File: src/hw/sha256_defines.svh
`ifndef SHA256_DEFINES_SVH
`define SHA256_DEFINES_SVH

// Width of one message or state word
`define SHA_WORD_W 32

// A 512-bit block arrives as this many words
`define SHA_BLOCK_WORDS 16

`define SHA_STAGE_ROUNDS 16 // Rounds handled by one pipeline stage
`define SHA_NUM_STAGES 4    // Stages needed to cover all 64 rounds

// Must hold the values 0 to SHA_STAGE_ROUNDS-1
`define SHA_CNT_W 4

`endif

File: src/hw/sha256_types_pkg.sv
`include "sha256_defines.svh"

package sha256_types_pkg;

    // One message or state word
    typedef logic [`SHA_WORD_W-1:0] word_t;

    // Working variables a to h, with a at index 0 in the top bits
    // The digest uses the same layout, H0 first
    typedef word_t [0:7] state_t;

    // Schedule window, index 0 holds the newest word
    typedef word_t [`SHA_BLOCK_WORDS-1:0] window_t;

    typedef logic [`SHA_CNT_W-1:0] round_cnt_t; // Round position inside a stage

endpackage

File: src/hw/sha256_algo_pkg.sv
`include "sha256_defines.svh"

package sha256_algo_pkg;

    import sha256_types_pkg::*;

    // Round constants for all 64 rounds
    parameter word_t K_TABLE [0:`SHA_NUM_STAGES*`SHA_STAGE_ROUNDS-1] = '{
        32'h428a2f98, 32'h71374491, 32'hb5c0fbcf, 32'he9b5dba5,
        32'h3956c25b, 32'h59f111f1, 32'h923f82a4, 32'hab1c5ed5,
        32'hd807aa98, 32'h12835b01, 32'h243185be, 32'h550c7dc3,
        32'h72be5d74, 32'h80deb1fe, 32'h9bdc06a7, 32'hc19bf174,
        32'he49b69c1, 32'hefbe4786, 32'h0fc19dc6, 32'h240ca1cc,
        32'h2de92c6f, 32'h4a7484aa, 32'h5cb0a9dc, 32'h76f988da,
        32'h983e5152, 32'ha831c66d, 32'hb00327c8, 32'hbf597fc7,
        32'hc6e00bf3, 32'hd5a79147, 32'h06ca6351, 32'h14292967,
        32'h27b70a85, 32'h2e1b2138, 32'h4d2c6dfc, 32'h53380d13,
        32'h650a7354, 32'h766a0abb, 32'h81c2c92e, 32'h92722c85,
        32'ha2bfe8a1, 32'ha81a664b, 32'hc24b8b70, 32'hc76c51a3,
        32'hd192e819, 32'hd6990624, 32'hf40e3585, 32'h106aa070,
        32'h19a4c116, 32'h1e376c08, 32'h2748774c, 32'h34b0bcb5,
        32'h391c0cb3, 32'h4ed8aa4a, 32'h5b9cca4f, 32'h682e6ff3,
        32'h748f82ee, 32'h78a5636f, 32'h84c87814, 32'h8cc70208,
        32'h90befffa, 32'ha4506ceb, 32'hbef9a3f7, 32'hc67178f2
    };

    // Standard initial hash value, H0 in the top word
    parameter state_t H_INIT = {
        32'h6a09e667, 32'hbb67ae85, 32'h3c6ef372, 32'ha54ff53a,
        32'h510e527f, 32'h9b05688c, 32'h1f83d9ab, 32'h5be0cd19
    };

    function automatic word_t rotr(word_t x, int unsigned n);
        return (x >> n) | (x << (`SHA_WORD_W - n));
    endfunction

    function automatic word_t big_sigma0(word_t x);
        return rotr(x, 2) ^ rotr(x, 13) ^ rotr(x, 22);
    endfunction

    function automatic word_t big_sigma1(word_t x);
        return rotr(x, 6) ^ rotr(x, 11) ^ rotr(x, 25);
    endfunction

    // Schedule expansion terms
    function automatic word_t small_sigma0(word_t x);
        return rotr(x, 7) ^ rotr(x, 18) ^ (x >> 3);
    endfunction

    function automatic word_t small_sigma1(word_t x);
        return rotr(x, 17) ^ rotr(x, 19) ^ (x >> 10);
    endfunction

    function automatic word_t ch(word_t e, word_t f, word_t g);
        return (e & f) ^ (~e & g);
    endfunction

    function automatic word_t maj(word_t a, word_t b, word_t c);
        return (a & b) ^ (a & c) ^ (b & c);
    endfunction

    // Constant for round cnt of the given stage, stage 0 covers rounds 0 to 15
    function automatic word_t round_k(int unsigned stage, round_cnt_t cnt);
        return K_TABLE[stage * `SHA_STAGE_ROUNDS + int'(cnt)];
    endfunction

endpackage

File: src/hw/sha256_round.sv
`timescale 1ns/1ps

module sha256_round import sha256_types_pkg::*, sha256_algo_pkg::*;
(
    input  state_t state,
    input  word_t  w,
    input  word_t  k,
    output state_t next_state
);

    word_t t1;
    word_t t2;

    // state[0] is a, state[7] is h
    assign t1 = state[7] + big_sigma1(state[4]) + ch(state[4], state[5], state[6]) + k + w;
    assign t2 = big_sigma0(state[0]) + maj(state[0], state[1], state[2]);

    always_comb
    begin
        next_state[0] = t1 + t2;
        next_state[1] = state[0];
        next_state[2] = state[1];
        next_state[3] = state[2];
        next_state[4] = state[3] + t1; // New e picks up d
        next_state[5] = state[4];
        next_state[6] = state[5];
        next_state[7] = state[6];
    end

endmodule

File: src/hw/intake_stage.sv
`timescale 1ns/1ps

`include "sha256_defines.svh"

module intake_stage import sha256_types_pkg::*, sha256_algo_pkg::*;
(
    input  logic    clk,
    input  logic    rst_n,
    input  logic    word_valid,
    input  word_t   word,
    output logic    done,
    output state_t  state_out,
    output window_t window_out
);

    round_cnt_t cnt;
    state_t     state_q;
    state_t     round_in;
    state_t     round_out;
    window_t    window_q;
    word_t      k;
    logic       last_word;

    assign last_word = (cnt == round_cnt_t'(`SHA_STAGE_ROUNDS - 1));

    // Word 0 starts a fresh block from the initial hash value
    assign round_in = (cnt == '0) ? H_INIT : state_q;
    assign k        = round_k(0, cnt);

    sha256_round round_i (
        .state      (round_in),
        .w          (word),
        .k          (k),
        .next_state (round_out)
    );

    always_ff @(posedge clk or negedge rst_n)
    begin
        if (!rst_n)
        begin
            cnt  <= '0;
            done <= 1'b0;
        end
        else
        begin
            done <= word_valid && last_word;
            if (word_valid)
                cnt <= cnt + round_cnt_t'(1); // Wraps back to 0 after word 15
        end
    end

    // The next block can overwrite these on the edge after done, which is
    // the same edge where the following stage samples them
    always_ff @(posedge clk)
    begin
        if (word_valid)
        begin
            state_q  <= round_out;
            window_q <= {window_q[`SHA_BLOCK_WORDS-2:0], word};
        end
    end

    assign state_out  = state_q;
    assign window_out = window_q;

    done_single_pulse: assert property (
        @(posedge clk) disable iff (!rst_n)
        done |=> !done
    )
    else $error("Intake done held for more than one cycle");

endmodule

File: config.mk
export PLATFORM = sky130hd
export DESIGN_NAME = intake_stage
export DESIGN_NICKNAME = d
export VERILOG_FILES = /design/src/hw/sha256_types_pkg.sv /design/src/hw/sha256_algo_pkg.sv /design/src/hw/sha256_round.sv /design/src/hw/intake_stage.sv
export VERILOG_INCLUDE_DIRS = /design/src /design/src/hw
export SDC_FILE = /design/constraint.sdc
export NUM_CORES = 1
export LEC_CHECK = 0
export BUFFER_PORTS_ARGS = -buffer_cell sky130_fd_sc_hd__buf_4
export CAP_MARGIN = 40
export CELL_PAD_IN_SITES_DETAIL_PLACEMENT = 0
export CELL_PAD_IN_SITES_GLOBAL_PLACEMENT = 1
export CORE_AREA = 2 2 309 311
export DETAILED_ROUTE_END_ITERATION = 7
export DIE_AREA = 0 0 311 313
export PLACE_DENSITY = 0.83
export SETUP_SLACK_MARGIN = 0.05
export SLEW_MARGIN = 10
export SYNTH_ARGS = -nofsm -noshare
export SYNTH_HDL_FRONTEND = slang
export SYNTH_HIERARCHICAL = 1
export SYNTH_SLANG_ARGS = --single-unit
File: constraint.sdc
create_clock -name clk -period 22.6 [get_ports clk]
set_input_delay 0 -clock clk [delete_from_list [all_inputs] [get_ports clk]]
set_output_delay 0 -clock clk [all_outputs]
set_load 0.03 [all_outputs]
==> results.json <==
{
  "status": "finished, final reports clean",
  "cts-resized-gates": 0,
  "grt_pass1_wl_um": 169000,
  "syn_avg_cell_area_um2": 14.2,
  "cpMaxStageDelayCell": "buf_4",
  "dpl_worst_slack_ns": 12.80,
  "setup_viol": 0,
  "ant_nets": 0,
  "pin_count": 804,
  "critPathKind": "reg2reg",
  "gp_congestion": 0.937,
  "grt_use_total_pct": 24.2,
  "cts_setup_buffers": 0,
  "hpwl_um": 95900,
  "netlist_area_mm2": 0.0374,
  "die-area_mm2": 0.0973,
  "die_y_um": 313,
  "synthTopCellsByArea": "edfxtp_1, fa_1, buf_4, xnor2_1, ha_1",
  "grt_max_degree": 191,
  "cts-root-buf": "clkbuf_16",
  "yosysSeqAreaShare_pct": 62.0,
  "crit_fanout": 73,
  "maxSlewHeadroom_pct": 31.2,
  "clock.fmax_ghz": 0.101,
  "drive_gt1_share_pct": 29.9,
  "die_w_um": 311,
  "required_ns": 23.01,
  "synth-seq-cells": 773,
  "yosysMostFrequentCell": "edfxtp_1",
  "clkTransAtPathRegs_ns": 0.06,
  "clock_skew_ns": 0.0243,
  "yosysWarnings": 6,
  "hold_depth": 2,
  "synth_area_leader_cell": "edfxtp_1",
  "cts-buffers-inserted": 83,
  "routed_wl_um": 121000,
  "synth-edff-count": 768,
  "worst_ep_arrival_time_ns": 10.28,
  "clockBufferDepth": 3,
  "drtIter0Drc": 1994,
  "clock_sinks": 773,
  "portBuffers": 803,
  "tritoncts": "done",
  "setup_ws_ns": 12.74,
  "hold_buffers": 35,
  "tightest_slew_ns": 1.03,
  "yosysTopAreaCellShare_pct": 61.7,
  "core_mm2": 0.0942,
  "max-cap-violations": 0,
  "finalMaxSlewViolations": 0,
  "avgViaCountPerCell": 4.97,
  "drc": 0,
  "synthTopCellsByCount": "edfxtp_1, inv_1, buf_4, xnor2_1, or2_1",
  "nNetsFinal": 3602,
  "wl_per_cell_um": 25.9,
  "ys_types": 78,
  "rsz0062_at_grt": "no",
  "vias": 23216,
  "area_delta_synth_final_pct": 25.0,
  "setup_tns_ns": 0,
  "grt_pass1_vias": 23069,
  "initial_core_util_pct": 39.7,
  "async_reset_ff_share_pct": 0.647,
  "grt-ovfl-total": 0,
  "period_share_pct": 43.6,
  "r2r_cells": 29,
  "firstDrtPassIters": 6,
  "clock_latency_ns": 0.67,
  "syn_inst": 2630,
  "synthFlopType": "edfxtp_1",
  "antenna_found_initial": 10,
  "fin_crit_ns": 9.86,
  "min_path_type": "in2reg",
  "cp-end-kind": "flop",
  "row_count": 113,
  "cts-htree-levels": 3,
  "max_stage_delay_ns": 0.69,
  "syn-num-nets": 2893,
  "start_kind": "flop",
  "hold_viol_final": 0
}
==> metrics by stage <==
step	cell area, µm²	hold slack (ns)	instances	utilization [%]
2_1_floorplan	37400	-0.296	2630	-
3_3_place_gp	43400	-0.184	4477	46.1
3_5_place_dp	43600	-0.184	4484	46.3
4_1_cts	46700	0.0258	4672	49.6
5_1_grt	46700	0.0682	4673	49.6
6_report	46700	0.0757	4674	49.6
==> layer usage <==
metal	up-vias	share of wire, %	track usage (%)
met4	12	3.8	9.57
li1	10478	-	-
met1	11613	39	29.2
met3	185	6.9	5.63
met2	928	50	41.9
met5	-	0.069	0
==> cell type report <==
class	instances	area, µm²
tap	1265	1580
clock inverter	57	683
multi-input combinational	1346	11400
inverter	263	987
sequential	773	23200
fill	8111	47400
clock buffer	96	2130
timing repair buffer	872	6750
antenna	2	5.00
==> flip-flops by register name (all words and copies together) (netlist names) <==
register / count
state_out: 256
done: 1
cnt: 4
window_out: 512
==> layout by cell type (no fill, tap or decap), types with 62 or more instances in the layout <==
master,n
o21ai_0,92
buf_4,830
fa_1,125
ha_1,103
inv_1,262
nor2_1,62
xnor2_1,155
a21o_1,76
a21oi_1,88
nor2b_1,134
or2_1,136
xor2_1,66
edfxtp_1,768
clkbuf_16,83
==> worst max-delay path, delay by kind of cell (launching register included) <==
family | cells | cell delay, ns
flip-flops | 1 | 0.58
XOR/XNOR | 1 | 0.22
AND/OR/NAND/NOR | 6 | 1.78
AO/OA/AOI/OAI | 10 | 2.25
buffers and inverters | 5 | 1.76
adder cells (fa/ha/maj) | 6 | 2.56
multiplexers | 1 | 0.38
==> cell families (layout without fill, tap and decap cells) <==
kind of cell / after synthesis / count (layout) / synth area share, %
other: 0 / 2 / 0
XOR/XNOR: 222 / 222 / 5.24
flip-flops: 773 / 773 / 62.0
AND/OR/NAND/NOR: 473 / 473 / 7.15
multiplexers: 36 / 36 / 1.13
adder cells (fa/ha/maj): 231 / 231 / 10.2
AO/OA/AOI/OAI: 384 / 384 / 6.79
buffers and inverters: 511 / 1288 / 7.48
==> final timing paths <==
check / startpoint / end / slack (ns)
worst max-delay path: cnt[0]$_DFFE_PN0P_ / state_out[252]$_DFFE_PP_ / 12.74
worst min-delay path: word[4] / window_out[4]$_DFFE_PP_ / 0.08
worst max register to register: cnt[0]$_DFFE_PN0P_ / state_out[252]$_DFFE_PP_ / 12.74
worst min register to register: window_out[7]$_DFFE_PP_ / window_out[39]$_DFFE_PP_ / 0.43
max in group asynchronous: rst_n / cnt[1]$_DFFE_PN0P_ / 21.94
min in group asynchronous: rst_n / cnt[3]$_DFFE_PN0P_ / 0.44
Power is left out: the tool's default activity adds up to more than one toggle a clock period on the data nets, which glitch-free logic cannot reach.
