$ cat src/hw/sha256_defines.svh
`ifndef SHA256_DEFINES_SVH
`define SHA256_DEFINES_SVH

// Width of one message or state word
`define SHA_WORD_W 32

// A 512-bit block arrives as this many words
`define SHA_BLOCK_WORDS 16

`define SHA_STAGE_ROUNDS 16 // Rounds handled by one pipeline stage
`define SHA_NUM_STAGES 4    // Stages needed to cover all 64 rounds

// Must hold the values 0 to SHA_STAGE_ROUNDS-1
`define SHA_CNT_W 4

`endif

$ cat src/hw/sha256_types_pkg.sv
`include "sha256_defines.svh"

package sha256_types_pkg;

    // One message or state word
    typedef logic [`SHA_WORD_W-1:0] word_t;

    // Working variables a to h, with a at index 0 in the top bits
    // The digest uses the same layout, H0 first
    typedef word_t [0:7] state_t;

    // Schedule window, index 0 holds the newest word
    typedef word_t [`SHA_BLOCK_WORDS-1:0] window_t;

    typedef logic [`SHA_CNT_W-1:0] round_cnt_t; // Round position inside a stage

endpackage

$ cat src/hw/sha256_algo_pkg.sv
`include "sha256_defines.svh"

package sha256_algo_pkg;

    import sha256_types_pkg::*;

    // Round constants for all 64 rounds
    parameter word_t K_TABLE [0:`SHA_NUM_STAGES*`SHA_STAGE_ROUNDS-1] = '{
        32'h428a2f98, 32'h71374491, 32'hb5c0fbcf, 32'he9b5dba5,
        32'h3956c25b, 32'h59f111f1, 32'h923f82a4, 32'hab1c5ed5,
        32'hd807aa98, 32'h12835b01, 32'h243185be, 32'h550c7dc3,
        32'h72be5d74, 32'h80deb1fe, 32'h9bdc06a7, 32'hc19bf174,
        32'he49b69c1, 32'hefbe4786, 32'h0fc19dc6, 32'h240ca1cc,
        32'h2de92c6f, 32'h4a7484aa, 32'h5cb0a9dc, 32'h76f988da,
        32'h983e5152, 32'ha831c66d, 32'hb00327c8, 32'hbf597fc7,
        32'hc6e00bf3, 32'hd5a79147, 32'h06ca6351, 32'h14292967,
        32'h27b70a85, 32'h2e1b2138, 32'h4d2c6dfc, 32'h53380d13,
        32'h650a7354, 32'h766a0abb, 32'h81c2c92e, 32'h92722c85,
        32'ha2bfe8a1, 32'ha81a664b, 32'hc24b8b70, 32'hc76c51a3,
        32'hd192e819, 32'hd6990624, 32'hf40e3585, 32'h106aa070,
        32'h19a4c116, 32'h1e376c08, 32'h2748774c, 32'h34b0bcb5,
        32'h391c0cb3, 32'h4ed8aa4a, 32'h5b9cca4f, 32'h682e6ff3,
        32'h748f82ee, 32'h78a5636f, 32'h84c87814, 32'h8cc70208,
        32'h90befffa, 32'ha4506ceb, 32'hbef9a3f7, 32'hc67178f2
    };

    // Standard initial hash value, H0 in the top word
    parameter state_t H_INIT = {
        32'h6a09e667, 32'hbb67ae85, 32'h3c6ef372, 32'ha54ff53a,
        32'h510e527f, 32'h9b05688c, 32'h1f83d9ab, 32'h5be0cd19
    };

    function automatic word_t rotr(word_t x, int unsigned n);
        return (x >> n) | (x << (`SHA_WORD_W - n));
    endfunction

    function automatic word_t big_sigma0(word_t x);
        return rotr(x, 2) ^ rotr(x, 13) ^ rotr(x, 22);
    endfunction

    function automatic word_t big_sigma1(word_t x);
        return rotr(x, 6) ^ rotr(x, 11) ^ rotr(x, 25);
    endfunction

    // Schedule expansion terms
    function automatic word_t small_sigma0(word_t x);
        return rotr(x, 7) ^ rotr(x, 18) ^ (x >> 3);
    endfunction

    function automatic word_t small_sigma1(word_t x);
        return rotr(x, 17) ^ rotr(x, 19) ^ (x >> 10);
    endfunction

    function automatic word_t ch(word_t e, word_t f, word_t g);
        return (e & f) ^ (~e & g);
    endfunction

    function automatic word_t maj(word_t a, word_t b, word_t c);
        return (a & b) ^ (a & c) ^ (b & c);
    endfunction

    // Constant for round cnt of the given stage, stage 0 covers rounds 0 to 15
    function automatic word_t round_k(int unsigned stage, round_cnt_t cnt);
        return K_TABLE[stage * `SHA_STAGE_ROUNDS + int'(cnt)];
    endfunction

endpackage

$ cat src/hw/sha256_round.sv
`timescale 1ns/1ps

module sha256_round import sha256_types_pkg::*, sha256_algo_pkg::*;
(
    input  state_t state,
    input  word_t  w,
    input  word_t  k,
    output state_t next_state
);

    word_t t1;
    word_t t2;

    // state[0] is a, state[7] is h
    assign t1 = state[7] + big_sigma1(state[4]) + ch(state[4], state[5], state[6]) + k + w;
    assign t2 = big_sigma0(state[0]) + maj(state[0], state[1], state[2]);

    always_comb
    begin
        next_state[0] = t1 + t2;
        next_state[1] = state[0];
        next_state[2] = state[1];
        next_state[3] = state[2];
        next_state[4] = state[3] + t1; // New e picks up d
        next_state[5] = state[4];
        next_state[6] = state[5];
        next_state[7] = state[6];
    end

endmodule

$ cat src/hw/msg_schedule.sv
`timescale 1ns/1ps

`include "sha256_defines.svh"

module msg_schedule import sha256_types_pkg::*, sha256_algo_pkg::*;
(
    input  logic    clk,
    input  logic    rst_n,
    input  logic    load,
    input  window_t window_in,
    input  logic    advance,
    output word_t   w_next,
    output window_t window
);

    window_t window_q;

    // With index 0 as W[t-1], these positions are W[t-2], W[t-7], W[t-15] and W[t-16]
    assign w_next = small_sigma1(window_q[1]) + window_q[6]
                  + small_sigma0(window_q[14]) + window_q[15];

    assign window = window_q;

    always_ff @(posedge clk)
    begin
        if (load)
            window_q <= window_in;
        else if (advance)
            window_q <= {window_q[`SHA_BLOCK_WORDS-2:0], w_next}; // Oldest word drops out
    end

    // The owning stage finishes its last round without shifting, so a new block
    // may load on that edge and the two requests never meet
    load_advance_exclusive: assert property (
        @(posedge clk) disable iff (!rst_n)
        !(load && advance)
    )
    else $error("Schedule window asked to load and advance together");

endmodule

$ cat src/hw/expand_stage.sv
`timescale 1ns/1ps

`include "sha256_defines.svh"

module expand_stage import sha256_types_pkg::*, sha256_algo_pkg::*;
#(
    parameter int unsigned STAGE_INDEX = 1
)
(
    input  logic    clk,
    input  logic    rst_n,
    input  logic    in_valid,
    input  state_t  state_in,
    input  window_t window_in,
    output logic    done,
    output state_t  state_out,
    output window_t window_out
);

    logic       busy;
    logic       last_round;
    round_cnt_t cnt;
    state_t     state_q;
    state_t     round_out;
    word_t      w_next;
    word_t      k;
    window_t    window;

    assign last_round = busy && (cnt == round_cnt_t'(`SHA_STAGE_ROUNDS - 1));
    assign k          = round_k(STAGE_INDEX, cnt);

    // The last round uses w_next directly, the window itself is not shifted then
    msg_schedule sched_i (
        .clk       (clk),
        .rst_n     (rst_n),
        .load      (in_valid),
        .window_in (window_in),
        .advance   (busy && !last_round),
        .w_next    (w_next),
        .window    (window)
    );

    sha256_round round_i (
        .state      (state_q),
        .w          (w_next),
        .k          (k),
        .next_state (round_out)
    );

    always_ff @(posedge clk or negedge rst_n)
    begin
        if (!rst_n)
        begin
            busy <= 1'b0;
            cnt  <= '0;
            done <= 1'b0;
        end
        else
        begin
            done <= last_round;
            if (in_valid)
            begin
                busy <= 1'b1; // A new block may follow directly on the last round
                cnt  <= '0;
            end
            else if (busy)
            begin
                cnt <= cnt + round_cnt_t'(1);
                if (last_round)
                    busy <= 1'b0;
            end
        end
    end

    always_ff @(posedge clk)
    begin
        if (in_valid)
            state_q <= state_in;
        else if (busy)
            state_q <= round_out;

        // Result goes to its own registers so the working state is free at once
        if (last_round)
        begin
            state_out  <= round_out;
            window_out <= {window[`SHA_BLOCK_WORDS-2:0], w_next};
        end
    end

    // The previous stage needs at least 16 cycles per block, so a new block can
    // only land on the last round of the current one
    no_overrun: assert property (
        @(posedge clk) disable iff (!rst_n)
        in_valid |-> (!busy || last_round)
    )
    else $error("Stage %0d received a block while still busy", STAGE_INDEX);

endmodule

$ cat config.mk
export PLATFORM = sky130hd
export DESIGN_NAME = expand_stage
export DESIGN_NICKNAME = d
export VERILOG_FILES = /design/src/hw/sha256_types_pkg.sv /design/src/hw/sha256_algo_pkg.sv /design/src/hw/sha256_round.sv /design/src/hw/msg_schedule.sv /design/src/hw/expand_stage.sv
export VERILOG_INCLUDE_DIRS = /design/src /design/src/hw
export SDC_FILE = /design/constraint.sdc
export NUM_CORES = 2
export LEC_CHECK = 0
export ABC_AREA = 1
export BUFFER_PORTS_ARGS = -buffer_cell sky130_fd_sc_hd__buf_4
export CORE_AREA = 2 2 601 603
export CTS_CLUSTER_DIAMETER = 200
export CTS_CLUSTER_SIZE = 14
export DETAILED_ROUTE_END_ITERATION = 7
export DIE_AREA = 0 0 603 605
export GPL_ROUTABILITY_DRIVEN = 0
export SYNTH_ARGS = -nofsm -noshare
export SYNTH_HDL_FRONTEND = slang
export SYNTH_SLANG_ARGS = --single-unit
$ cat constraint.sdc
create_clock -name clk -period 73.1 [get_ports clk]
set_input_delay 3.655 -clock clk [delete_from_list [all_inputs] [get_ports clk]]
set_output_delay 3.655 -clock clk [all_outputs]
set_load 0.02 [all_outputs]
==> PnR_summary.wiki <==
{| class="wikitable"
! Metric !! Value
|-
| Port bufs || 1539
|-
| Maximum clock insertion buffer count || 4
|-
| Most frequent cells in the layout || 2348 x sky130_fd_sc_hd__nand2_1, 1622 x sky130_fd_sc_hd__buf_4, 1536 x sky130_fd_sc_hd__edfxtp_1
|-
| Post-synth top area share || 0.653
|-
| CP required || 73.71 ns
|-
| Die outline area || 365000 µm²
|-
| Leading post-synthesis cells by cell area || sky130_fd_sc_hd__edfxtp_1 65%, sky130_fd_sc_hd__nand2_1 12%, sky130_fd_sc_hd__fa_1 5.3%
|-
| Hold path depth || 0
|-
| Post-cts gate resize count || 0
|-
| Count of yosys warnings during synthesis || 0
|-
| Type of the worst setup path || flop to flop
|-
| Clock insertion delay at the later pin of the skew report || 0.91 ns
|-
| Max-slew violation count || 0
|-
| Number of nets in the finished design || 8704
|-
| Starting DRC count in detailed routing || 5460
|-
| Final setup violation count || 0
|-
| Biggest fanout along the worst timing path || 5
|-
| Number of global-route vias before repair || 51000
|-
| Class of the tightest hold or removal check || flop to flop
|-
| Buffers inserted by post-CTS timing repair || 0
|-
| Average wire per cell in the routed design || about 32 µm
|-
| Placed Cells || roughly 12000
|-
| Num CTS Buffers || 124
|-
| Synth cell types || approximately 60
|-
| Synthesized cell area || 70600 µm²
|-
| Vertical extent of the die || 605 µm
|-
| Worst-case hold slack || 0.393 ns
|-
| Layout cell share with drive strength beyond 1 || 0.241
|-
| Actual transition at the worst max-transition pin || ~1.2 ns
|-
| Total congestion overflow after global routing || 0
|-
| Core Box Area || 358000 µm²
|-
| Cell seen most often among critical-path stages || sky130_fd_sc_hd__nand2_1
|-
| Total negative slack for setup checks || 0 ns
|-
| Largest net degree at the start of global routing || 162
|-
| Slew Limit Headroom || 0.173
|-
| DRC viols || 0
|-
| Startpoint kind of the worst setup timing path || flop
|-
| Clk_skew || 0.0898 ns
|-
| Total via count after detailed routing || 53100
|-
| Die X || 603 µm
|-
| Max-cap violation count || 0
|-
| Clk root buf || sky130_fd_sc_hd__clkbuf_16
|-
| Run status || finished clean
|-
| Initial Util || 0.197
|-
| Filler-free cell count of the finished design || 12500
|-
| Leading cell type in the layout, fill and taps excluded || sky130_fd_sc_hd__nand2_1
|-
| Fmax || 0.110 GHz
|-
| Footprint of the multi-input gates || 21700 µm²
|-
| Sequential element share of the synthesized area || 0.655
|-
| Post-CTS clock slew at the launch and capture registers of the worst setup and hold paths || 0.08 ns
|-
| Average cell area after synthesis || 11.6 µm²
|-
| Row count || 220
|-
| CTS tree || done
|-
| I/O pin cnt || 1540
|-
| Hold violation total from the final report || 0
|-
| Arr. time, crit path || 9.74 ns
|-
| Critical Path End Type || flop
|-
| First drt pass iteration count || 6
|-
| Average via count per standard cell || 4.26
|-
| Sequential cell area || approximately 46000 µm²
|-
| Depth of the worst register-to-register path || 29
|-
| Number of register bits inferred by synthesis || 1542
|-
| Fill cell total of the finished layout || 37800
|-
| Global Route Usage Sum || 0.211
|-
| Cell type contributing the most total cell area after synthesis || sky130_fd_sc_hd__edfxtp_1
|-
| Number of nets still failing antenna checks after routing || 0
|-
| First-pass GRT wire length || 505 mm
|-
| Cell count after synthesis || 6088
|-
| CTS Hold Buffers Added || 0
|-
| Number of antenna violations at the first check in global routing || 101
|-
| Final critical-path share of the clock period || 0.125
|-
| Slowest stage cell on the critical path || sky130_fd_sc_hd__xnor2_1
|-
| Peak per-stage delay on the critical path || 0.56 ns
|-
| Post-DP HPWL || 327 mm
|-
| Final period demand of the worst path || 9.12 ns
|-
| Number of levels in the clock H-tree || 3
|-
| WL final || 401 mm
|-
| Area growth syn-to-layout || 29.6%
|-
| Clock sink count || 1542
|-
| Post-Syn Nets || 7178
|-
| Setup repair after global routing missed its margin || no
|}
[synthesized netlist by cell type, drive strengths merged]
| master | n |
|---|---|
| a211oi | 1 |
| xor2 | 196 |
| and3 | 2 |
| nand4 | 12 |
| a221oi | 2 |
| buf | 16 |
| o21bai | 10 |
| a22oi | 1 |
| a21boi | 6 |
| o32ai | 1 |
| nand3 | 60 |
| o211ai | 7 |
| o221ai | 3 |
| a31oi | 11 |
| xnor2 | 157 |
| nor3b | 1 |
| nand2 | 2365 |
| and2 | 10 |
| fa | 187 |
| o21ai | 280 |
| edfxtp | 1536 |
| nor4 | 11 |
| ha | 132 |
| a21oi | 188 |
| o21a | 6 |
| nor2 | 115 |
| o221a | 1 |
| or2 | 3 |
| inv | 503 |
| o31ai | 1 |
| o311ai | 1 |
| nand3b | 6 |
| clkbuf | 210 |
| a2111oi | 1 |
| nor3 | 21 |
| a21o | 14 |
| dfrtp | 6 |
| o22ai | 5 |
[final timing paths]
check	to	startpoint	slack (ns)
min in group asynchronous	cnt[0]$_DFFE_PN0P_	rst_n	2.63
max	state_out[255]$_DFFE_PP_	sched_i.window[48]$_DFFE_PP_	63.98
max in group asynchronous	done$_DFF_PN0_	rst_n	70.32
min	window_out[58]$_DFFE_PP_	sched_i.window[26]$_DFFE_PP_	0.39
max reg2reg	state_out[255]$_DFFE_PP_	sched_i.window[48]$_DFFE_PP_	63.98
min reg2reg	window_out[58]$_DFFE_PP_	sched_i.window[26]$_DFFE_PP_	0.39
[metal layers]
layer,track usage,part of all wire
met5,0,0.00057
met4,0.114,0.062
met3,0.0466,0.071
met2,0.402,0.54
met1,0.213,0.33
[per-stage QoR]
stage	worst slack, ns	utilization	area (µm²)
after floorplan	15.20	-	70600
after global placement	64.14	0.246	88100
after detailed placement	64.07	0.246	88100
after CTS	63.98	0.255	91400
after global routing	63.45	0.255	91400
final	63.98	0.256	91500
[cell type report]
cell class                 instances  area share
multi-input combinational       3817       0.237
clock buffer                     138      0.0345
timing repair buffer            1626       0.134
inverter                         503      0.0208
antenna                           53     0.00145
clock inverter                     5     0.00109
sequential                      1542       0.506
tap                             4773      0.0653
[flip-flops by register name (all words and copies together) (netlist names)]
signal          cells
sched_i.window    512
window_out        512
state_out         256
state_q           256
cnt                 4
busy                1
done                1
[cell families after synthesis]
family | count (synthesis) | share of synthesized area
adder cells (fa/ha/maj) | 319 | 0.0764
AO/OA/AOI/OAI | 539 | 0.0418
buffers and inverters | 729 | 0.0391
XOR/XNOR | 353 | 0.0441
AND/OR/NAND/NOR | 2606 | 0.143
flip-flops | 1542 | 0.655
[worst max-delay path, delay by kind of cell (launching register included)]
family | cells | cell delay [ns]
buf+inv | 1 | 0.45
compound gates | 7 | 1.44
xor+xnor | 3 | 1.48
flops | 1 | 0.53
fa+ha+maj | 7 | 3.24
simple gates | 11 | 1.67
Power is left out: the tool's default activity adds up to more than one toggle a clock period on the data nets, which glitch-free logic cannot reach.
