$ cat src/hw/sha256_defines.svh
`ifndef SHA256_DEFINES_SVH
`define SHA256_DEFINES_SVH

// Width of one message or state word
`define SHA_WORD_W 32

// A 512-bit block arrives as this many words
`define SHA_BLOCK_WORDS 16

`define SHA_STAGE_ROUNDS 16 // Rounds handled by one pipeline stage
`define SHA_NUM_STAGES 4    // Stages needed to cover all 64 rounds

// Must hold the values 0 to SHA_STAGE_ROUNDS-1
`define SHA_CNT_W 4

`endif

$ cat src/hw/sha256_types_pkg.sv
`include "sha256_defines.svh"

package sha256_types_pkg;

    // One message or state word
    typedef logic [`SHA_WORD_W-1:0] word_t;

    // Working variables a to h, with a at index 0 in the top bits
    // The digest uses the same layout, H0 first
    typedef word_t [0:7] state_t;

    // Schedule window, index 0 holds the newest word
    typedef word_t [`SHA_BLOCK_WORDS-1:0] window_t;

    typedef logic [`SHA_CNT_W-1:0] round_cnt_t; // Round position inside a stage

endpackage

$ cat src/hw/sha256_algo_pkg.sv
`include "sha256_defines.svh"

package sha256_algo_pkg;

    import sha256_types_pkg::*;

    // Round constants for all 64 rounds
    parameter word_t K_TABLE [0:`SHA_NUM_STAGES*`SHA_STAGE_ROUNDS-1] = '{
        32'h428a2f98, 32'h71374491, 32'hb5c0fbcf, 32'he9b5dba5,
        32'h3956c25b, 32'h59f111f1, 32'h923f82a4, 32'hab1c5ed5,
        32'hd807aa98, 32'h12835b01, 32'h243185be, 32'h550c7dc3,
        32'h72be5d74, 32'h80deb1fe, 32'h9bdc06a7, 32'hc19bf174,
        32'he49b69c1, 32'hefbe4786, 32'h0fc19dc6, 32'h240ca1cc,
        32'h2de92c6f, 32'h4a7484aa, 32'h5cb0a9dc, 32'h76f988da,
        32'h983e5152, 32'ha831c66d, 32'hb00327c8, 32'hbf597fc7,
        32'hc6e00bf3, 32'hd5a79147, 32'h06ca6351, 32'h14292967,
        32'h27b70a85, 32'h2e1b2138, 32'h4d2c6dfc, 32'h53380d13,
        32'h650a7354, 32'h766a0abb, 32'h81c2c92e, 32'h92722c85,
        32'ha2bfe8a1, 32'ha81a664b, 32'hc24b8b70, 32'hc76c51a3,
        32'hd192e819, 32'hd6990624, 32'hf40e3585, 32'h106aa070,
        32'h19a4c116, 32'h1e376c08, 32'h2748774c, 32'h34b0bcb5,
        32'h391c0cb3, 32'h4ed8aa4a, 32'h5b9cca4f, 32'h682e6ff3,
        32'h748f82ee, 32'h78a5636f, 32'h84c87814, 32'h8cc70208,
        32'h90befffa, 32'ha4506ceb, 32'hbef9a3f7, 32'hc67178f2
    };

    // Standard initial hash value, H0 in the top word
    parameter state_t H_INIT = {
        32'h6a09e667, 32'hbb67ae85, 32'h3c6ef372, 32'ha54ff53a,
        32'h510e527f, 32'h9b05688c, 32'h1f83d9ab, 32'h5be0cd19
    };

    function automatic word_t rotr(word_t x, int unsigned n);
        return (x >> n) | (x << (`SHA_WORD_W - n));
    endfunction

    function automatic word_t big_sigma0(word_t x);
        return rotr(x, 2) ^ rotr(x, 13) ^ rotr(x, 22);
    endfunction

    function automatic word_t big_sigma1(word_t x);
        return rotr(x, 6) ^ rotr(x, 11) ^ rotr(x, 25);
    endfunction

    // Schedule expansion terms
    function automatic word_t small_sigma0(word_t x);
        return rotr(x, 7) ^ rotr(x, 18) ^ (x >> 3);
    endfunction

    function automatic word_t small_sigma1(word_t x);
        return rotr(x, 17) ^ rotr(x, 19) ^ (x >> 10);
    endfunction

    function automatic word_t ch(word_t e, word_t f, word_t g);
        return (e & f) ^ (~e & g);
    endfunction

    function automatic word_t maj(word_t a, word_t b, word_t c);
        return (a & b) ^ (a & c) ^ (b & c);
    endfunction

    // Constant for round cnt of the given stage, stage 0 covers rounds 0 to 15
    function automatic word_t round_k(int unsigned stage, round_cnt_t cnt);
        return K_TABLE[stage * `SHA_STAGE_ROUNDS + int'(cnt)];
    endfunction

endpackage

$ cat src/hw/digest_finalize.sv
`timescale 1ns/1ps

`include "sha256_defines.svh"

module digest_finalize import sha256_types_pkg::*, sha256_algo_pkg::*;
(
    input  logic   clk,
    input  logic   rst_n,
    input  logic   in_valid,
    input  state_t state_in,
    output state_t digest,
    output logic   digest_valid
);

    localparam int STATE_WORDS = $bits(state_t) / `SHA_WORD_W;

    state_t digest_sum;

    // Word by word addition, carries stay inside each word
    always_comb
    begin
        for (int i = 0; i < STATE_WORDS; i++)
        begin
            digest_sum[i] = state_in[i] + H_INIT[i];
        end
    end

    always_ff @(posedge clk or negedge rst_n)
    begin
        if (!rst_n)
        begin
            digest       <= '0;
            digest_valid <= 1'b0;
        end
        else
        begin
            digest_valid <= in_valid; // One cycle, like the pulse that fed it
            if (in_valid)
                digest <= digest_sum;
        end
    end

endmodule

$ cat config.mk
export PLATFORM = sky130hd
export DESIGN_NAME = digest_finalize
export DESIGN_NICKNAME = d
export VERILOG_FILES = /design/src/hw/sha256_types_pkg.sv /design/src/hw/sha256_algo_pkg.sv /design/src/hw/digest_finalize.sv
export VERILOG_INCLUDE_DIRS = /design/src /design/src/hw
export SDC_FILE = /design/constraint.sdc
export NUM_CORES = 1
export LEC_CHECK = 0
export BUFFER_PORTS_ARGS = -buffer_cell sky130_fd_sc_hd__buf_2
export CORE_AREA = 2 2 202 204
export CTS_BUF_LIST = sky130_fd_sc_hd__clkbuf_16
export DETAILED_ROUTE_END_ITERATION = 10
export DIE_AREA = 0 0 204 206
export PLACE_DENSITY = 0.63
export SETUP_SLACK_MARGIN = 0.2
export SYNTH_ARGS = -nofsm -noshare
export SYNTH_HDL_FRONTEND = slang
export SYNTH_SLANG_ARGS = --single-unit
export TNS_END_PERCENT = 1
$ cat constraint.sdc
create_clock -name clk -period 2.5 [get_ports clk]
set_input_delay 0.375 -clock clk [delete_from_list [all_inputs] [get_ports clk]]
set_output_delay 0.375 -clock clk [all_outputs]
set_load 0.05 [all_outputs]
==> results of run 1 <==
[worst max-delay path, cell delays in order]
cell and delay (ps):
buf_2 120, ha_1 200, or2_1 240, a2111oi_2 570, nor3_1 240, nor2_1 250, nor4b_1 90, o32a_1 340
[layer usage]
metal,share of wire [%],vias to the layer above,GRT usage (%)
met5,0.064,-,0
met4,3.6,4,8.049
met3,7.2,98,5.345
met2,48,438,35.50
met1,41,6431,25.99
li1,-,6349,-
[Yosys cell counts (4+ instances only)]
library cell,number,area share (%)
a2111oi_2,4,0.42
a211o_1,5,0.31
a211oi_1,8,0.42
a21o_1,18,0.95
a21oi_1,127,4.4
a31oi_1,43,1.9
and2_1,9,0.39
and3_1,18,0.79
and4_1,7,0.43
buf_1,8,0.21
clkbuf_1,45,1.2
dfrtp_1,257,45
ha_1,8,0.70
inv_1,27,0.71
mux2_2,103,8.1
nand2_1,88,2.3
nand2b_1,14,0.61
nand3_1,27,0.95
nand3b_1,4,0.21
nand4_1,9,0.39
nor2_1,182,4.8
nor2b_1,11,0.48
nor3_1,33,1.2
nor3b_1,7,0.37
nor4_1,11,0.48
o211ai_1,7,0.37
o21a_1,7,0.37
o21ai_0,60,2.1
o21ai_1,7,0.25
o21bai_1,6,0.32
o31ai_1,12,0.63
o41ai_1,8,0.49
or2_1,4,0.18
or2_2,4,0.18
or3_1,13,0.57
or4_1,11,0.58
or4_4,4,0.32
xnor2_1,105,6.4
xor2_1,79,4.8
[power groups by stage]
stage                     Combinational, W  Clock (W)  Sequential, W
after floorplan                    0.00112          0        0.00696
after global placement             0.00449          0        0.00504
after detailed placement           0.00452          0        0.00506
after CTS                          0.00453    0.00477        0.00500
after global routing               0.00477    0.00492        0.00506
final                              0.00451    0.00466        0.00500
[sequential cells by signal, summed over array words and instances, names as in the netlist]
name,flops
digest_valid,1
digest,256
[layout make-up]
| type | instances | area [µm²] |
|---|---|---|
| clock inverter | 26 | 264.0 |
| antenna | 3 | 7.507 |
| tap | 532 | 665.6 |
| inverter | 28 | 105.1 |
| multi-input combinational | 1127 | 7538 |
| clock buffer | 31 | 775.7 |
| fill | 3906 | 21370 |
| sequential | 257 | 6431 |
| timing repair buffer | 558 | 3023 |
[logic make-up after synthesis]
logic type / after synthesis / synth area share (%)
simple gates: 466 / 15.91
xor+xnor: 184 / 11.28
buf+inv: 82 / 2.207
flops: 257 / 45.02
mux: 105 / 8.260
fa+ha+maj: 8 / 0.7007
compound gates: 364 / 16.62
[through the flow]
stage	total power, W	setup WS (ps)	hold slack, ps	cells
floorplan	0.008081	277.5	79.41	1466
global placement	0.009529	-44.38	406.9	2501
detailed placement	0.009584	-20.14	414.2	2501
CTS	0.01430	547.2	19.18	2559
global route	0.01476	407.0	33.82	2561
finish	0.01416	536.3	47.52	2562
[final timing paths]
check | endpoint | slack (ps) | cells past startpoint
max | digest[218] | 540 | 8
min reg2reg | digest[124] | 480 | 2
min in group asynchronous | digest[140] | 320 | 2
max in group asynchronous | digest[208] | 1370 | 3
min | digest[128] | 50 | 2
max reg2reg | digest[62] | 1450 | 3
==> impl_metrics.toml, run 1 <==
[setup_path]
end_kind = "flop"
start_kind = "primary input"
worstPathRequired_ps = 2950
startpoint = "state_in[192]"
reg2reg_from = "digest[62]"
crit_arrival_ps = 2410
path_class = "primary input to flop"
path_max_fanout = 5

[floorplan]
die_w_um = 204
pin_count = 516
die_h_um = 206
die-area_um2 = 42020
rows = 74
core_um2 = 40180
start_util_pct = 35.55

[clock_network]
clockBufferDepth = 3
cts_sinks = 257
clk_pin_slew_ps = 60
holdBufCountCts = 1
ctsResizeCount = 0
htreeDepth = 1
cts_setup_buffers = 0
cts-root-buf = "clkbuf_16"
cts_tree = "built"
clk_latency_ps = 560
cts_made_buffers = 31

[timing]
hold_viol = 0
fmax_mhz = 509.2
fin_skew_ps = 0
maxSlewViolCount = 0
tightest_slew_ps = 827.3
max_slew_margin_pct = 43.42
finalCriticalPeriod_ps = 1964
setup_viol = 0
min_period_over_period_pct = 78.55
rsz0062_at_grt = "false"
setup_tns_ps = 0

[cells_and_area]
postLayoutCellArea_um2 = 18810
drive_gt1_share_pct = 36.80
final_core_utilization_pct = 46.81
area_growth_pct = 31.68
final_common_cell = "buf_2"
final_cell_mix = "buf_2, dfrtp_1, nor2_1"
nets = 2270

[power_and_ir_drop]
leakagePower_nw = 8.469
netSwitchingFraction_pct = 38.53
clkPwrFrac_pct = 32.9
intPower_w = 0.008706
irDropWorstVdd_v = 0.0005283
p_seq_share_pct = 35.3
power_density_nw_per_um2 = 752.9
power.net_switching_w = 0.005456
pwr-share-comb_pct = 31.8

[synthesis]
syn_inst = 1466
seq_area_frac_synth_pct = 45.02
synth-main-ff-cell = "dfrtp_1"
synth_edf_count = 0
ys_async_sr_fraction_pct = 100.0
ys_types = 80
synthesis.area_um2 = 14280
ys_seq_elements = 257
syn_nets = 1733
syn_area_per_cell_um2 = 9.744
yosys_warnings = 0

[detailed_routing]
drc = 0
wl_per_cell_um = 18.20
drtIter0Drc = 613
vias = 13320
viasPerCell = 5.199
dr.pass1.iters = 5
drt-total-wl_um = 46620
postRouteAntennaNets = 0

[placed_design]
gp_congestion = 0.8885
dpl-instance-area_um2 = 17750
port_buffers = 515
place_hpwl_um = 36150

[grt]
antenna_found_initial = 5
grt_pass1_vias = 13060
grt_max_degree = 100
grt_usage_pct = 21.07
overflow = 0
grt_first_pass_wirelength_um = 70860

[run]
drv_cap = 0

[outcome]
status = "completed"

[hold_path]
hold_start = "state_in[128]"
min_path_type = "primary input to flop"
No activity file was read; power rests on OpenSTA's default activity.
==> run 2: changes to the inputs <==
--- a/config.mk
+++ b/config.mk
@@ -11,7 +11,7 @@
 export CTS_BUF_LIST = sky130_fd_sc_hd__clkbuf_16
 export DETAILED_ROUTE_END_ITERATION = 10
 export DIE_AREA = 0 0 204 206
-export PLACE_DENSITY = 0.63
+export PLACE_DENSITY = 0.65
 export SETUP_SLACK_MARGIN = 0.2
 export SYNTH_ARGS = -nofsm -noshare
 export SYNTH_HDL_FRONTEND = slang
==> constraint.sdc (replaced) <==
create_clock -name clk -period 1.65 [get_ports clk]
set_input_delay 0.2475 -clock clk [delete_from_list [all_inputs] [get_ports clk]]
set_output_delay 0.2475 -clock clk [all_outputs]
set_load 0.05 [all_outputs]
==> run 2 against run 1 <==
  * Non-clock buffer count rose by 286
  * Sequential power rose by 52%
  * First-iteration DRC count rose by 2.1%
  * Via count rose by 7.9%
  * Combinational power rose by 64%
  * Largest power group unchanged
  * Clock skew did not move
  * Power rose by 59%
  * Sequential share of layout area fell by 4.0 points
  * Critical path type unchanged
  * Register-to-register slack got worse by 810 ps
  * Setup slack got worse by 510 ps
  * Final area rose by 13%
  * Sequential cell count did not move
  * Highest routed layer unchanged
==> impl_metrics.toml, run 2 (synthesized netlist as in run 1, its figures left out) <==
[outcome]
status = "completed"

[grt]
gr-usage-met1_pct = 25.84
top_usage_layer = "met2"
grt_pass1_vias = 14690
grtUsageMet3_pct = 6.969
overflow = 0
grt_first_pass_wirelength_um = 76240
grt_max_degree = 76
antenna_found_initial = 10
grt_util_met2_pct = 39.37
grt_usage_pct = 22.82

[cells_and_area]
regArea_um2 = 6431
nets = 2559
top_regs = "digest x256, digest_valid x1"
multi_input_area_um2 = 7672
final_cell_mix = "buf_2, buf_4, dfrtp_1"
postLayoutCellArea_um2 = 21300
final_common_cell = "buf_2"
fill_cells = 3677
area_growth_pct = 49.08
regMostFlops = "digest"
largest_register_ffs = 256
final_cells = 2851
drive_gt1_share_pct = 44.52
final_core_utilization_pct = 53.00

[clock_network]
clk_latency_ps = 530
clockBufferDepth = 3
htreeDepth = 2
clk_pin_slew_ps = 60
cts_tree = "built"
cts_sinks = 257
cts_made_buffers = 34
cts-root-buf = "clkbuf_16"

[setup_path]
worstPathRequired_ps = 2060
end_kind = "flop"
reg2reg_from = "digest[62]"
path_max_fanout = 3
r2r_end = "digest[62]"
rr_worst_depth = 3
rrSetupSlack_ps = 640
path_class = "primary input to flop"
start_kind = "primary input"
worstSetupEndpoint = "digest[30]"
crit_arrival_ps = 2030
startpoint = "state_in[22]"

[timing]
setup_tns_ps = 0
min_period_over_period_pct = 98.22
setup_viol = 0
rsz0062_at_grt = "true"
maxSlewViolCount = 0
fmax_mhz = 617.0
setup_slack_ps = 29.34
finalCriticalPeriod_ps = 1621
max_slew_margin_pct = 56.85
tightest_slew_ps = 645.6
fin_skew_ps = 0
hold_viol = 0

[placed_design]
gp_congestion = 0.9175
dp_cells = 2769
port_buffers = 515
dpl-instance-area_um2 = 19860
pre_cts_slack_ps = -517.7
place_hpwl_um = 38430

[hold_path]
min_path_type = "primary input to flop"

[detailed_routing]
drc = 0
drt-total-wl_um = 49180
wl_per_cell_um = 17.25
drtIter0Drc = 626
vias = 14380
postRouteAntennaNets = 0
dr.pass1.iters = 5
viasPerCell = 5.042

[floorplan]
die-area_um2 = 42020
die_h_um = 206
start_util_pct = 35.55
die_w_um = 204
rows = 74
core_um2 = 40180
pin_count = 516

[power_and_ir_drop]
leakagePower_nw = 9.921
irDropWorstVdd_v = 0.0009122
power_density_nw_per_um2 = 1058

[run]
drv_cap = 0
run 2: critical path: stages:
cell and delay [ps]:
buf_2 110, or4_1 500, or4_1 490, o211a_4 270, o21ai_4 160, and3_1 190, o31ai_2 70
run 2: timing repair:
action / in CTS / in global routing
setup buffers: 0 / 3
gates resized for setup: 4 / 19
hold buffers: 16 / 0
setup endpoints to repair: 106 / 222
pin swaps: 4 / 11
endpoints found under the hold margin: 82 / 0
run 2: metal layers:
layer / routed length [µm] / part of all wire (%)
met1: 19160 / 39
met2: 23870 / 49
met3: 3930 / 8.0
met4: 2128 / 4.3
met5: 84 / 0.17
run 2: area by class of cell:
| type | instances | share of cell area (%) |
|---|---|---|
| Multi-Input combinational cell | 1127 | 36.03 |
| Sequential cell | 257 | 30.20 |
| Timing Repair Buffer | 844 | 24.80 |
| Clock buffer | 35 | 4.113 |
| Tap cell | 532 | 3.126 |
| Clock inverter | 25 | 1.204 |
| Inverter | 28 | 0.4935 |
| Antenna cell | 3 | 0.03525 |
run 2: stage by stage:
step                      total power [W]  hold WS (ps)
after floorplan                   0.01225        -48.09
after global placement            0.01491         205.2
after detailed placement          0.01501         209.5
after CTS                         0.02278         2.197
after global routing              0.02356         26.92
final                             0.02254         36.07
run 2: where the power goes:
part           internal (W)  total (W)  leakage, nW  switching (W)
registers           0.00712    0.00758         2.96       0.000457
logic               0.00229    0.00738         6.40        0.00509
clock network       0.00464    0.00758        0.560        0.00294
run 2: how the worst min path moves through the flow:
stage	to	slack [ps]	startpoint	cells past startpoint
after floorplan	digest[0]	-50	rst_n	0
after global placement	digest[69]	210	rst_n	1
after detailed placement	digest[69]	210	rst_n	1
after CTS	digest[247]	2	state_in[247]	3
final	digest[60]	40	state_in[60]	3
after global routing	digest[247]	30	state_in[247]	3
==> run 3: changes to the inputs <==
--- a/config.mk
+++ b/config.mk
@@ -9,9 +9,9 @@
 export BUFFER_PORTS_ARGS = -buffer_cell sky130_fd_sc_hd__buf_2
 export CORE_AREA = 2 2 202 204
 export CTS_BUF_LIST = sky130_fd_sc_hd__clkbuf_16
+export CTS_CLUSTER_DIAMETER = 120
 export DETAILED_ROUTE_END_ITERATION = 10
 export DIE_AREA = 0 0 204 206
-export PLACE_DENSITY = 0.65
 export SETUP_SLACK_MARGIN = 0.2
 export SYNTH_ARGS = -nofsm -noshare
 export SYNTH_HDL_FRONTEND = slang
==> run 3 against run 2 <==
  * Cell count rose by 0.91%
  * Sequential power about the same
  * Register-to-register slack improved by 30 ps
  * Critical endpoint is now digest[26]
  * Largest power group unchanged
==> impl_metrics.toml, run 3 (synthesized netlist as in run 1, its figures left out) <==
[outcome]
status = "completed"

[floorplan]
core_um2 = 40180
die_w_um = 204
start_util_pct = 35.55
die-area_um2 = 42020
rows = 74
pin_count = 516
die_h_um = 206

[cells_and_area]
drive_gt1_share_pct = 44.56
nets = 2579
fill_cells = 3745
final_cells = 2877
top_regs = "digest x256, digest_valid x1"
final_common_cell = "buf_2"
final_cell_mix = "buf_2, buf_4, dfrtp_1"
area_growth_pct = 48.68
regMostFlops = "digest"
largest_register_ffs = 256

[detailed_routing]
vias = 14400
postRouteAntennaNets = 0
drc = 0
wl_per_cell_um = 17.06
drtIter0Drc = 685
viasPerCell = 5.007
drt-total-wl_um = 49080
dr.pass1.iters = 5

[timing]
tightest_slew_ps = 610.1
finalCriticalPeriod_ps = 1610
hold_viol = 0
max_slew_margin_pct = 58.28
setup_slack_ps = 40.08
fmax_mhz = 621.1
fin_skew_ps = 0
setup_tns_ps = 0
maxSlewViolCount = 0
setup_viol = 0
min_period_over_period_pct = 97.57
rsz0062_at_grt = "true"

[setup_path]
r2r_end = "digest[62]"
crit_arrival_ps = 2020
rr_worst_depth = 3
rrSetupSlack_ps = 670
start_kind = "primary input"
slowest_delay_ps = 520
path_max_fanout = 3
critPathSlowestCell = "or4_1"
critPathBufInv = 1
crit_path_cell_trace = "buf_2, or4_1, or4_1, o211a_1, xnor2_1, mux2_2"
end_kind = "flop"
reg2reg_from = "digest[62]"
crit_top_cell = "or4_1"
path_class = "primary input to flop"
worstPathRequired_ps = 2060
path_delay_family = "simple AND/OR/NAND/NOR gates"

[clock_network]
clk_latency_ps = 520
clockBufferDepth = 3
htreeDepth = 2
cts_sinks = 257
clk_pin_slew_ps = 60
cts_made_buffers = 34
cts_tree = "built"
cts-root-buf = "clkbuf_16"

[placed_design]
place_hpwl_um = 38810
gp_congestion = 0.9063
pre_cts_slack_ps = -521.5
dp_cells = 2790
port_buffers = 515

[power_and_ir_drop]
irDropWorstVdd_v = 0.0006479
power_density_nw_per_um2 = 1018
leakagePower_nw = 9.962

[hold_path]
min_path_type = "primary input to flop"
hold_start = "state_in[62]"
hold_end = "digest[62]"
whs_path_depth = 3

[grt]
overflow = 0
grt_first_pass_wirelength_um = 75240
antenna_found_initial = 17
grt_pass1_vias = 14320
grt_max_degree = 83
grt_usage_pct = 22.63

[run]
drv_cap = 0
## run 3: changes by cell type in the layout (fill, tap and decap cells not counted), sizes merged
cell,previous run,this run
dlygate4sd3,16,17
buf,828,847
diode,3,11
inv,33,38
bufinv,5,0
clkinvlp,4,2
## run 3: tightest hold or removal path, cell delays in order
cell      delay, ps
buf_2           120
nand3_1          60
o211ai_1         80
## run 3: layout make-up
| cell class | count | area [µm²] | area share [%] |
|---|---|---|---|
| sequential | 257 | 6431 | 30.28 |
| multi-input combinational | 1127 | 7617 | 35.86 |
| clock inverter | 23 | 106.4 | 0.5007 |
| inverter | 28 | 105.1 | 0.4948 |
| timing repair buffer | 864 | 5410 | 25.47 |
| clock buffer | 35 | 875.8 | 4.124 |
| tap | 532 | 665.6 | 3.134 |
| antenna | 11 | 27.53 | 0.1296 |
## run 3: repair_timing
action,4_1_cts,5_1_grt
setup endpoints to repair,104,198
pin swaps,4,5
endpoints found under the hold margin,117,0
hold buffers,17,0
resized for setup,3,10
setup buffers,0,1
gates cloned,0,0
## run 3: worst max-delay path by stage
stage,from,end,depth (start not counted)
2_1_floorplan,state_in[22],digest[30],6
3_3_place_gp,state_in[22],digest[30],7
3_5_place_dp,state_in[175],digest[186],7
4_1_cts,state_in[22],digest[30],7
5_1_grt,state_in[22],digest[28],7
6_report,state_in[22],digest[26],6
## run 3: routing by layer
layer / global-route usage (%) / up-vias / wire, µm / part of all wire (%)
met5: 0 / - / 74 / 0.15
met4: 10.92 / 12 / 2042 / 4.2
met3: 6.670 / 109 / 3684 / 7.5
met2: 38.67 / 418 / 23840 / 49
met1: 25.99 / 6885 / 19440 / 40
li1: - / 6980 / - / -
## run 3: power breakdown
group	switching [W]	internal, W	leakage [nW]
logic	0.00508	0.00231	6.49
clock network	0.00283	0.00382	0.515
registers	0.000450	0.00712	2.96
## run 3: per-stage QoR
stage,hold WS [ps],cell area [µm²],utilization [%],total power (W)
floorplan,-48.09,14300,-,0.01225
global placement,191.1,19990,49.75,0.01495
detailed placement,195.0,19990,49.75,0.01504
CTS,2.107,21160,52.65,0.02186
global route,26.63,21240,52.86,0.02267
finish,41.79,21240,52.86,0.02162
